**config.mk**
```make
export PLATFORM = sky130hd
export DESIGN_NAME = hps_link_top
export DESIGN_NICKNAME = d
export VERILOG_FILES = /design/src/design/hps_pkg.sv /design/src/design/file_loader.sv /design/src/design/host_cmd_fsm.sv /design/src/design/host_regs.sv /design/src/design/hps_link_top.sv /design/src/design/load_addr_counter.sv
export SDC_FILE = /design/constraint.sdc
export NUM_CORES = 1
export LEC_CHECK = 0
export BUFFER_PORTS_ARGS = -buffer_cell sky130_fd_sc_hd__buf_2
export CAP_MARGIN = 20
export CORE_MARGIN = 1
export CORE_UTILIZATION = 49
export CTS_CLUSTER_SIZE = 30
export DETAILED_ROUTE_END_ITERATION = 10
export HOLD_SLACK_MARGIN = 0.1
export PLACE_DENSITY = 0.88
export SYNTH_ARGS = -nofsm -noshare
export SYNTH_HDL_FRONTEND = slang
export SYNTH_SLANG_ARGS = --single-unit
```
**constraint.sdc**
```tcl
create_clock -name clk_sys -period 4.3 [get_ports clk_sys]
set_clock_uncertainty 0.1 [all_clocks]
set_input_delay 0.43 -clock clk_sys [delete_from_list [all_inputs] [get_ports clk_sys]]
set_output_delay 0.43 -clock clk_sys [all_outputs]
set_load 0.05 [all_outputs]
```
**src/design/hps_pkg.sv**
```systemverilog
/*
 * host link package
 * bus word types, opcode and state enums, widths and fixed field constants
 */
package hps_pkg;

	//////////////////////////////////////////////////////////////
	// widths
	//////////////////////////////////////////////////////////////
	localparam int WORD_W       = 16;
	localparam int IDX_W        = 4;
	localparam int ADDR_W       = 27;
	// the upper address word only carries the bits above the low 16
	localparam int ADDR_HI_W    = ADDR_W - WORD_W;
	localparam int STATUS_WORDS = 8;
	localparam int STATUS_W     = STATUS_WORDS * WORD_W;
	localparam int JOY_W        = 32;

	//////////////////////////////////////////////////////////////
	// fixed fields
	//////////////////////////////////////////////////////////////
	// config word bit positions
	localparam int CFG_SD_BIT = 4;
	localparam int CFG_DV_BIT = 10;

	// upper nibble of the status request reply
	localparam logic [3:0] STFLG_TAG = 4'hA;

	typedef logic [WORD_W-1:0] word_t;
	typedef logic [IDX_W-1:0]  word_idx_t;
	typedef logic [ADDR_W-1:0] addr_t;

	// command channel opcodes
	typedef enum logic [WORD_W-1:0] {
		OP_NONE       = 16'h0000,
		OP_CFG        = 16'h0001,
		OP_JOY0       = 16'h0002,
		OP_JOY1       = 16'h0003,
		OP_STATUS     = 16'h001E,
		OP_STATUS_GET = 16'h0029
	} host_op_t;

	// file channel opcodes
	typedef enum logic [WORD_W-1:0] {
		FOP_NONE        = 16'h0000,
		FOP_FILE_TX     = 16'h0053,
		FOP_FILE_TX_DAT = 16'h0054,
		FOP_FILE_INDEX  = 16'h0055,
		FOP_FILE_INFO   = 16'h0056
	} file_op_t;

	typedef enum logic [1:0] {
		ST_IDLE,
		ST_CMD_CH,
		ST_FILE_CH
	} link_state_t;

endpackage

```
**src/design/file_loader.sv**
```systemverilog
/*
 * file download control
 * index, extension, download framing and the byte write strobe
 */
`timescale 1ns/100ps

module file_loader import hps_pkg::*; (
	input  logic      clk_sys,
	input  logic      arst_n,
	input  logic      cmd_stb,
	input  logic      data_stb,
	input  file_op_t  fop,
	input  word_idx_t word_idx,
	input  word_t     io_din,
	input  addr_t     addr,
	output logic      ioctl_download,
	output logic      ioctl_wr,
	output word_t     ioctl_index,
	output logic [31:0] ioctl_file_ext,
	output addr_t     ioctl_addr,
	output logic [7:0] ioctl_dout,
	output logic      addr_clear,
	output logic      addr_load_lo,
	output logic      addr_load_hi,
	output logic      addr_step,
	output word_t     load_word
);

	logic tx_word;
	logic tx_end;

	// only data words of FILE_TX move the download state
	assign tx_word = data_stb && (fop == FOP_FILE_TX);
	assign tx_end  = tx_word && (word_idx == 4'd1) && (io_din[7:0] == 8'h00);

	//////////////////////////////////////////////////////////////
	// counter controls
	//////////////////////////////////////////////////////////////
	assign addr_clear   = tx_word && (word_idx == 4'd1) && (io_din[7:0] != 8'h00);
	assign addr_load_lo = tx_word && (word_idx == 4'd2);
	assign addr_load_hi = tx_word && (word_idx == 4'd3);
	assign addr_step    = data_stb && (fop == FOP_FILE_TX_DAT) && ioctl_download;
	assign load_word    = io_din;

	always_ff @(posedge clk_sys or negedge arst_n) begin
		if (!arst_n) begin
			ioctl_download <= 1'b0;
			ioctl_wr       <= 1'b0;
			ioctl_index    <= '0;
			ioctl_file_ext <= '0;
			ioctl_addr     <= '0;
			ioctl_dout     <= '0;
		end else begin
			// one pulse per accepted data word
			ioctl_wr <= addr_step;
			if (addr_step) begin
				ioctl_addr <= addr;
				ioctl_dout <= io_din[7:0];
			end

			if (addr_clear) ioctl_download <= 1'b1;
			if (tx_end) begin
				// leave the end address visible as the loaded length
				if (ioctl_download) ioctl_addr <= addr;
				ioctl_download <= 1'b0;
			end

			if (data_stb && !cmd_stb) begin
				case (fop)
					FOP_FILE_INDEX: ioctl_index <= io_din;
					FOP_FILE_INFO: begin
						if (word_idx == 4'd1) ioctl_file_ext[31:16] <= io_din;
						if (word_idx == 4'd2) ioctl_file_ext[15:0]  <= io_din;
					end
					default: ;
				endcase
			end
		end
	end

endmodule

```
**src/design/host_cmd_fsm.sv**
```systemverilog
/*
 * host command framer
 * splits each enable frame into a command word and data words, decodes the opcode
 */
`timescale 1ns/100ps

module host_cmd_fsm import hps_pkg::*; (
	input  logic      clk_sys,
	input  logic      arst_n,
	input  logic      io_strobe,
	input  logic      io_enable,
	input  logic      fp_enable,
	input  word_t     io_din,
	output logic      cmd_stb,
	output logic      data_stb,
	output host_op_t  op,
	output file_op_t  fop,
	output word_idx_t word_idx
);

	link_state_t state;
	link_state_t state_nx;
	host_op_t    op_q;
	host_op_t    op_dec;
	file_op_t    fop_q;
	file_op_t    fop_dec;
	word_idx_t   idx_q;

	// first strobe of a frame is the command word
	assign cmd_stb  = io_strobe && (state == ST_IDLE) && (io_enable || fp_enable);
	assign data_stb = io_strobe &&
		(((state == ST_CMD_CH) && io_enable) || ((state == ST_FILE_CH) && fp_enable));

	//////////////////////////////////////////////////////////////
	// opcode decode for the enabled channel only
	//////////////////////////////////////////////////////////////
	always_comb begin
		op_dec  = OP_NONE;
		fop_dec = FOP_NONE;
		if (io_enable) begin
			case (io_din)
				OP_CFG, OP_JOY0, OP_JOY1, OP_STATUS, OP_STATUS_GET: op_dec = host_op_t'(io_din);
				default: op_dec = OP_NONE;
			endcase
		end
		if (fp_enable) begin
			case (io_din)
				FOP_FILE_TX, FOP_FILE_TX_DAT, FOP_FILE_INDEX, FOP_FILE_INFO:
					fop_dec = file_op_t'(io_din);
				default: fop_dec = FOP_NONE;
			endcase
		end
	end

	// live decode in the command cycle and the latched value after it
	assign op       = cmd_stb ? op_dec : op_q;
	assign fop      = cmd_stb ? fop_dec : fop_q;
	assign word_idx = idx_q;

	always_comb begin
		state_nx = state;
		case (state)
			ST_IDLE:    if (cmd_stb) state_nx = io_enable ? ST_CMD_CH : ST_FILE_CH;
			ST_CMD_CH:  if (!io_enable) state_nx = ST_IDLE;
			ST_FILE_CH: if (!fp_enable) state_nx = ST_IDLE;
			default:    state_nx = ST_IDLE;
		endcase
	end

	always_ff @(posedge clk_sys or negedge arst_n) begin
		if (!arst_n) begin
			state <= ST_IDLE;
			op_q  <= OP_NONE;
			fop_q <= FOP_NONE;
			idx_q <= '0;
		end else begin
			state <= state_nx;
			if (state_nx == ST_IDLE) begin
				op_q  <= OP_NONE;
				fop_q <= FOP_NONE;
				idx_q <= '0;
			end else if (cmd_stb) begin
				op_q  <= op_dec;
				fop_q <= fop_dec;
				idx_q <= 4'd1;
			end else if (data_stb && (idx_q != 4'hF)) begin
				// saturate so long commands keep a stable index
				idx_q <= idx_q + 4'd1;
			end
		end
	end

endmodule

```
**src/design/host_regs.sv**
```systemverilog
/*
 * host register file
 * config, joystick and status words plus status request capture and read-back
 */
`timescale 1ns/100ps

module host_regs import hps_pkg::*; (
	input  logic                clk_sys,
	input  logic                arst_n,
	input  logic                cmd_stb,
	input  logic                data_stb,
	input  logic                io_enable,
	input  logic                status_set,
	input  host_op_t            op,
	input  word_idx_t           word_idx,
	input  word_t               io_din,
	input  logic [STATUS_W-1:0] status_in,
	output word_t               io_dout,
	output logic [1:0]          buttons,
	output logic                forced_scandoubler,
	output logic                direct_video,
	output logic [JOY_W-1:0]    joystick_0,
	output logic [JOY_W-1:0]    joystick_1,
	output logic [STATUS_W-1:0] status
);

	word_t               cfg;
	logic                status_set_q;
	logic [3:0]          stflg;
	logic [STATUS_W-1:0] status_req;
	logic [2:0]          slice_sel;
	logic                slice_ok;

	assign buttons            = cfg[1:0];
	assign forced_scandoubler = cfg[CFG_SD_BIT];
	assign direct_video       = cfg[CFG_DV_BIT];

	// data words 1..8 map onto status slices 0..7
	assign slice_sel = 3'(word_idx - 4'd1);
	assign slice_ok  = (word_idx != 4'd0) && (word_idx <= word_idx_t'(STATUS_WORDS));

	// word 1 is the low half and anything after it the high half
	function automatic logic [JOY_W-1:0] joy_write(
		input logic [JOY_W-1:0] cur,
		input word_idx_t        idx,
		input word_t            din
	);
		logic [JOY_W-1:0] nxt;
		nxt = cur;
		if (idx == 4'd1)
			nxt[JOY_W/2-1:0] = din;
		else
			nxt[JOY_W-1:JOY_W/2] = din;
		return nxt;
	endfunction

	//////////////////////////////////////////////////////////////
	// register writes and read-back
	//////////////////////////////////////////////////////////////
	always_ff @(posedge clk_sys or negedge arst_n) begin
		if (!arst_n) begin
			cfg          <= '0;
			joystick_0   <= '0;
			joystick_1   <= '0;
			status       <= '0;
			status_set_q <= 1'b0;
			stflg        <= '0;
			status_req   <= '0;
			io_dout      <= '0;
		end else begin
			// core asks for a status change on the rising edge
			status_set_q <= status_set;
			if (status_set && !status_set_q) begin
				stflg      <= stflg + 4'd1;
				status_req <= status_in;
			end

			if (!io_enable) begin
				io_dout <= '0;
			end else if (cmd_stb) begin
				io_dout <= (op == OP_STATUS_GET) ? {8'h00, STFLG_TAG, stflg} : '0;
			end else if (data_stb) begin
				io_dout <= '0;
				case (op)
					OP_CFG:  cfg <= io_din;
					OP_JOY0: joystick_0 <= joy_write(joystick_0, word_idx, io_din);
					OP_JOY1: joystick_1 <= joy_write(joystick_1, word_idx, io_din);
					OP_STATUS: begin
						if (slice_ok)
							status[{slice_sel, 4'b0000} +: 16] <= io_din;
					end
					OP_STATUS_GET: begin
						if (slice_ok)
							io_dout <= status_req[{slice_sel, 4'b0000} +: 16];
					end
					default: ;
				endcase
			end
		end
	end

endmodule

```
**src/design/hps_link_top.sv**
```systemverilog
/*
 * host I/O link top
 * framer, host registers, file loader and download address counter
 */
`timescale 1ns/100ps

module hps_link_top import hps_pkg::*; (
	input  logic                clk_sys,
	input  logic                arst_n,
	input  logic                io_strobe,
	input  logic                io_enable,
	input  logic                fp_enable,
	input  word_t               io_din,
	output word_t               io_dout,
	input  logic [STATUS_W-1:0] status_in,
	input  logic                status_set,
	output logic [1:0]          buttons,
	output logic                forced_scandoubler,
	output logic                direct_video,
	output logic [JOY_W-1:0]    joystick_0,
	output logic [JOY_W-1:0]    joystick_1,
	output logic [STATUS_W-1:0] status,
	output logic                ioctl_download,
	output word_t               ioctl_index,
	output logic [31:0]         ioctl_file_ext,
	output logic                ioctl_wr,
	output addr_t               ioctl_addr,
	output logic [7:0]          ioctl_dout
);

	logic      cmd_stb;
	logic      data_stb;
	host_op_t  op;
	file_op_t  fop;
	word_idx_t word_idx;
	logic      addr_clear;
	logic      addr_load_lo;
	logic      addr_load_hi;
	logic      addr_step;
	word_t     load_word;
	addr_t     addr;

	host_cmd_fsm u_fsm (
		.clk_sys   (clk_sys),
		.arst_n    (arst_n),
		.io_strobe (io_strobe),
		.io_enable (io_enable),
		.fp_enable (fp_enable),
		.io_din    (io_din),
		.cmd_stb   (cmd_stb),
		.data_stb  (data_stb),
		.op        (op),
		.fop       (fop),
		.word_idx  (word_idx)
	);

	host_regs u_regs (
		.clk_sys            (clk_sys),
		.arst_n             (arst_n),
		.cmd_stb            (cmd_stb),
		.data_stb           (data_stb),
		.io_enable          (io_enable),
		.status_set         (status_set),
		.op                 (op),
		.word_idx           (word_idx),
		.io_din             (io_din),
		.status_in          (status_in),
		.io_dout            (io_dout),
		.buttons            (buttons),
		.forced_scandoubler (forced_scandoubler),
		.direct_video       (direct_video),
		.joystick_0         (joystick_0),
		.joystick_1         (joystick_1),
		.status             (status)
	);

	file_loader u_loader (
		.clk_sys        (clk_sys),
		.arst_n         (arst_n),
		.cmd_stb        (cmd_stb),
		.data_stb       (data_stb),
		.fop            (fop),
		.word_idx       (word_idx),
		.io_din         (io_din),
		.addr           (addr),
		.ioctl_download (ioctl_download),
		.ioctl_wr       (ioctl_wr),
		.ioctl_index    (ioctl_index),
		.ioctl_file_ext (ioctl_file_ext),
		.ioctl_addr     (ioctl_addr),
		.ioctl_dout     (ioctl_dout),
		.addr_clear     (addr_clear),
		.addr_load_lo   (addr_load_lo),
		.addr_load_hi   (addr_load_hi),
		.addr_step      (addr_step),
		.load_word      (load_word)
	);

	load_addr_counter u_addr (
		.clk_sys      (clk_sys),
		.arst_n       (arst_n),
		.addr_clear   (addr_clear),
		.addr_load_lo (addr_load_lo),
		.addr_load_hi (addr_load_hi),
		.addr_step    (addr_step),
		.load_word    (load_word),
		.addr         (addr)
	);

endmodule

```
**src/design/load_addr_counter.sv**
```systemverilog
/*
 * download address counter
 * clear, half-word loads and single steps, in that priority
 */
`timescale 1ns/100ps

module load_addr_counter import hps_pkg::*; (
	input  logic  clk_sys,
	input  logic  arst_n,
	input  logic  addr_clear,
	input  logic  addr_load_lo,
	input  logic  addr_load_hi,
	input  logic  addr_step,
	input  word_t load_word,
	output addr_t addr
);

	always_ff @(posedge clk_sys or negedge arst_n) begin
		if (!arst_n) begin
			addr <= '0;
		end else if (addr_clear) begin
			addr <= '0;
		end else if (addr_load_lo) begin
			addr[WORD_W-1:0] <= load_word;
		end else if (addr_load_hi) begin
			// only the low bits of the upper word are meaningful
			addr[ADDR_W-1:WORD_W] <= load_word[ADDR_HI_W-1:0];
		end else if (addr_step) begin
			// wraps at the top of the address space
			addr <= addr + addr_t'(1);
		end
	end

endmodule

```
==> metrics.log <==
[metrics] data required time of the critical path: 4.66 ns
[metrics] standard-cell row count: 75
[metrics] number of nets in the final layout: 2378
[metrics] IR Drop Worst-Case VDD: 0.3165 mV
[metrics] standard cell with the maximum stage delay on the critical path: dlygate4sd3_1
[metrics] warnings from Yosys: 0
[metrics] CTS buffer count: 50
[metrics] Routed Antenna Nets: 0
[metrics] minimum setup slack among reg-to-reg paths: 0.74 ns
[metrics] count of maximum capacitance violations: 0
[metrics] setup-violating endpoint count in the final report: 0
[metrics] aggregate negative setup slack: 0 ns
[metrics] H-tree depth reported by CTS: 2
[metrics] drc violations: 0
[metrics] category of the worst setup path capture point: register
[metrics] fraction of final layout cells with drive strength greater than 1: 0.4112
[metrics] max incr delay on CP: 0.55 ns
[metrics] ordered list of cells on the worst path: dlygate4sd3_1, buf_2, or3b_1, nor2_1, o211ai_1, a2111o_1, and4b_1, and3_1, buf_4, mux2_2
[metrics] first-pass GRT wire length: 104.5 mm
[metrics] Final Instance Area: 0.02689 mm^2
[metrics] share of the synthesized area in compound gates (AO/OA/AOI/OAI): 0.06314
[metrics] max frequency: 0.2744 GHz
[metrics] number of synthesized flops with an enable pin: 0
[metrics] Hold Path Origin: io_din[3]
[metrics] Startpoint Class: input port
[metrics] clock tree from TritonCTS: done
[metrics] headroom to the max-slew limit: 0.2919
[metrics] number of detailed-route iterations in the first pass: 7
[metrics] area share of fa/ha/maj cells after synthesis: 0.005350
[metrics] Post CTS Setup Buffer Count: 0
[metrics] fin util: 0.6383
[metrics] total global routing overflow: 0
[metrics] signal arrival time at the worst endpoint: 4.00 ns
[metrics] fraction of the mapped netlist area in simple logic gates: 0.09678
[metrics] share of the clock period used by the worst path: 0.8476
[metrics] worst setup path category: input port to register
[metrics] Reg2Reg Depth: 8
[metrics] Switch Pwr: 2.648 mW
[metrics] post-synth top area share: 0.5886
[metrics] most frequent cell after synthesis: dfrtp_1
[metrics] wire per inst: 24.48 um
[metrics] die area: 0.04379 mm^2
[metrics] post-CTS sizing: 0
[metrics] register clock-pin slew on the reported worst setup and hold paths: 0.06 ns
[metrics] number of input and output port buffers inserted: 446
[metrics] capture point of the worst reg-to-reg path: u_regs.status[0]
[metrics] horizontal die dimension: 209.3 um
[metrics] antenna violations before repair: 4
[metrics] final critical-path required period: 3.645 ns
[metrics] part of the Yosys area used for sequential elements: 0.5886
[metrics] synth top area cells: dfrtp_1, mux2_2, nand2_1
[metrics] total wire length: 68.51 mm
[metrics] Top delay family on crit path: simple AND/OR/NAND/NOR gates
[metrics] combined flip-flop and latch cell area: 0.01239 mm^2
[metrics] proportion of power drawn by combinational gates: 0.108
[metrics] maximum count of clock buffers along a single path: 3
[metrics] Avg Vias per Cell: 5.974
[metrics] global-route met1 utilization: 0.3705
[metrics] maximum number of pins on one net before global-route repair: 133
[metrics] run status: finished, final reports clean
[metrics] Cell Int Power: 7.803 mW
[metrics] switching part of the total power: 0.2534
[metrics] Seq cells post-synth: 495
[metrics] area share of xor/xnor cells in the synthesized design: 0.009988
[metrics] hold worst-path end: u_regs.status[99]
[metrics] Slew Viols, Final: 0
[metrics] routing usage on met3: 0.08095
[metrics] proportion of power drawn by flip-flops and latches: 0.480
[metrics] number of design-rule violations left by the first detailed-router iteration: 1694
[metrics] core area: 0.04213 mm^2
[metrics] overall track demand over capacity in global routing: 0.3157
[metrics] busiest layer in global routing: met2
[metrics] depth of the worst hold-timing path: 3
[metrics] number of fillers in the final layout: 2913
[metrics] signed area change from the synthesized netlist to the final layout: 27.79%
[metrics] Power Density: 388.6 mW/mm^2
[metrics] initial standard-cell utilization of the core: 0.4995
[metrics] clock share of power: 0.412
[metrics] reg2reg start: u_fsm.state[0]
[metrics] highest fanout seen on the critical path: 16
[metrics] via count: 16720
[metrics] net count of the mapped netlist: 1809
[metrics] area taken by multi-input logic gates: 0.008215 mm^2
[metrics] Least-Margin Pin Slew: 1.058 ns
[metrics] largest area contributor in the netlist: dfrtp_1
[metrics] cell area reported after detailed placement: 0.02394 mm^2
[metrics] synthesized area per cell: 12.76 um^2
[metrics] leakage power of the design: 13.53 nW
[metrics] dominant synthesized flop cell: dfrtp_1
[metrics] total standard cell area after synthesis: 0.02105 mm^2
[metrics] Worst-Skew Late Latency: 0.60 ns
[metrics] setup repair after global routing missed its margin: false
[metrics] Clock Sinks: 495
[metrics] met2 usage: 0.5201
[metrics] clock root cell: clkbuf_16
[metrics] path type of the worst min-delay path: input port to register
[metrics] asr flop ratio synth: 1.000
[metrics] cell count after synthesis: 1650
[metrics] post-synth cell types: 67
[metrics] combinational family with the most area after synthesis: multiplexers
[metrics] placer congestion estimate: 0.9239
[metrics] mux cell area share after synthesis: 0.2126
[metrics] hold violation total from the final report: 0
[metrics] number of I/O pins: 447
[metrics] number of buffers and inverters on the critical path: 3
[metrics] vias in the first global route: 17410
[metrics] most frequent cells after synthesis: dfrtp_1, mux2_2, nand2_1
[metrics] DIE HEIGHT: 209.3 um
[metrics] Detailed Place HPWL: 43.35 mm
==> worst reg2reg max path, cell delays in order, from the launching register on <==
cell,delay [ns]
dfrtp_1,0.47
or3b_1,0.47
nor2_1,0.53
o211ai_1,0.21
a2111o_1,0.44
and4b_1,0.35
and3_1,0.18
buf_4,0.27
mux2_2,0.40
==> power by group through the flow <==
stage	registers, mW	logic [mW]	clock network, mW
after floorplan	5.02	0.581	0
after global placement	5.05	0.939	0
after detailed placement	5.07	0.974	0
after CTS	4.99	1.09	4.32
after global routing	5.03	1.20	4.53
final	5.02	1.12	4.31
==> stage by stage <==
stage	setup WS, ns	std cells	hold slack [ns]	total power [mW]
after global placement	0.7670	2570	0.3550	5.986
after global routing	0.4928	2799	0.1393	10.76
after CTS	0.6979	2796	0.1153	10.40
after detailed placement	0.6107	2570	0.3668	6.044
final	0.6552	2799	0.1581	10.45
after floorplan	0.3031	1650	0.03441	5.606
==> registers in the layout (all words and copies together) (netlist names), 8 cells and up, named ones only <==
name / count
u_regs.status: 128
u_regs.status_req: 128
u_loader.ioctl_file_ext: 32
u_regs.joystick_0: 32
u_regs.joystick_1: 32
u_addr.addr: 27
u_fsm.fop_q: 16
u_fsm.op_q: 16
u_loader.ioctl_index: 16
u_regs.io_dout: 16
u_loader.ioctl_dout: 8
==> metal layers <==
metal / wire length [um] / up-vias / part of all wire
li1: - / 6994 / -
met1: 24480 / 8371 / 0.36
met2: 33550 / 1059 / 0.49
met3: 6068 / 296 / 0.089
met4: 4415 / 0 / 0.064
met5: 0 / - / 0
==> repair_timing <==
action                     4_1_cts  5_1_grt
setup endpoints to repair        0        0
hold buffers                   136        0
hold endpoints to repair       244        0
==> layout by cell type (no fill, tap or decap), types with 22 or more instances in the layout <==
| cell type | count |
|---|---|
| a21oi_1 | 40 |
| and2_1 | 32 |
| buf_2 | 445 |
| buf_4 | 38 |
| clkbuf_16 | 50 |
| dfrtp_1 | 494 |
| dlygate4sd3_1 | 136 |
| mux2_2 | 294 |
| mux4_2 | 32 |
| nand2_1 | 204 |
| nand4_1 | 22 |
| nor2_1 | 42 |
| o21ai_0 | 114 |
==> layout make-up <==
cell class,instances,area share
Sequential cell,495,0.4606
Multi-Input combinational cell,1034,0.3055
Timing Repair Buffer,624,0.1476
Clock buffer,72,0.05294
Tap cell,539,0.02508
Clock inverter,18,0.006094
Inverter,14,0.001954
Antenna cell,3,0.0002791
==> cells by family (layout without fill, tap and decap cells) <==
| family | count (synthesis) | in the layout |
|---|---|---|
| buffers and inverters | 121 | 728 |
| multiplexers | 364 | 364 |
| flip-flops | 495 | 495 |
| AND/OR/NAND/NOR | 409 | 409 |
| AO/OA/AOI/OAI | 228 | 228 |
| XOR/XNOR | 24 | 24 |
| other | 0 | 3 |
| adder cells (fa/ha/maj) | 9 | 9 |
==> worst max-delay path by stage <==
stage                       from  slack [ns]  depth (start not counted)            endpoint
3_3_place_gp           io_strobe        0.77                          9    u_regs.status[4]
5_1_grt                io_strobe        0.49                          9  u_regs.status[107]
4_1_cts                io_strobe        0.70                          9  u_regs.status[107]
3_5_place_dp           io_din[9]        0.61                          8  u_regs.status[107]
6_report               io_strobe        0.66                         10    u_regs.status[0]
2_1_floorplan  u_fsm.word_idx[0]        0.30                         13    u_regs.status[9]
No activity file was read; power rests on OpenSTA's default activity.
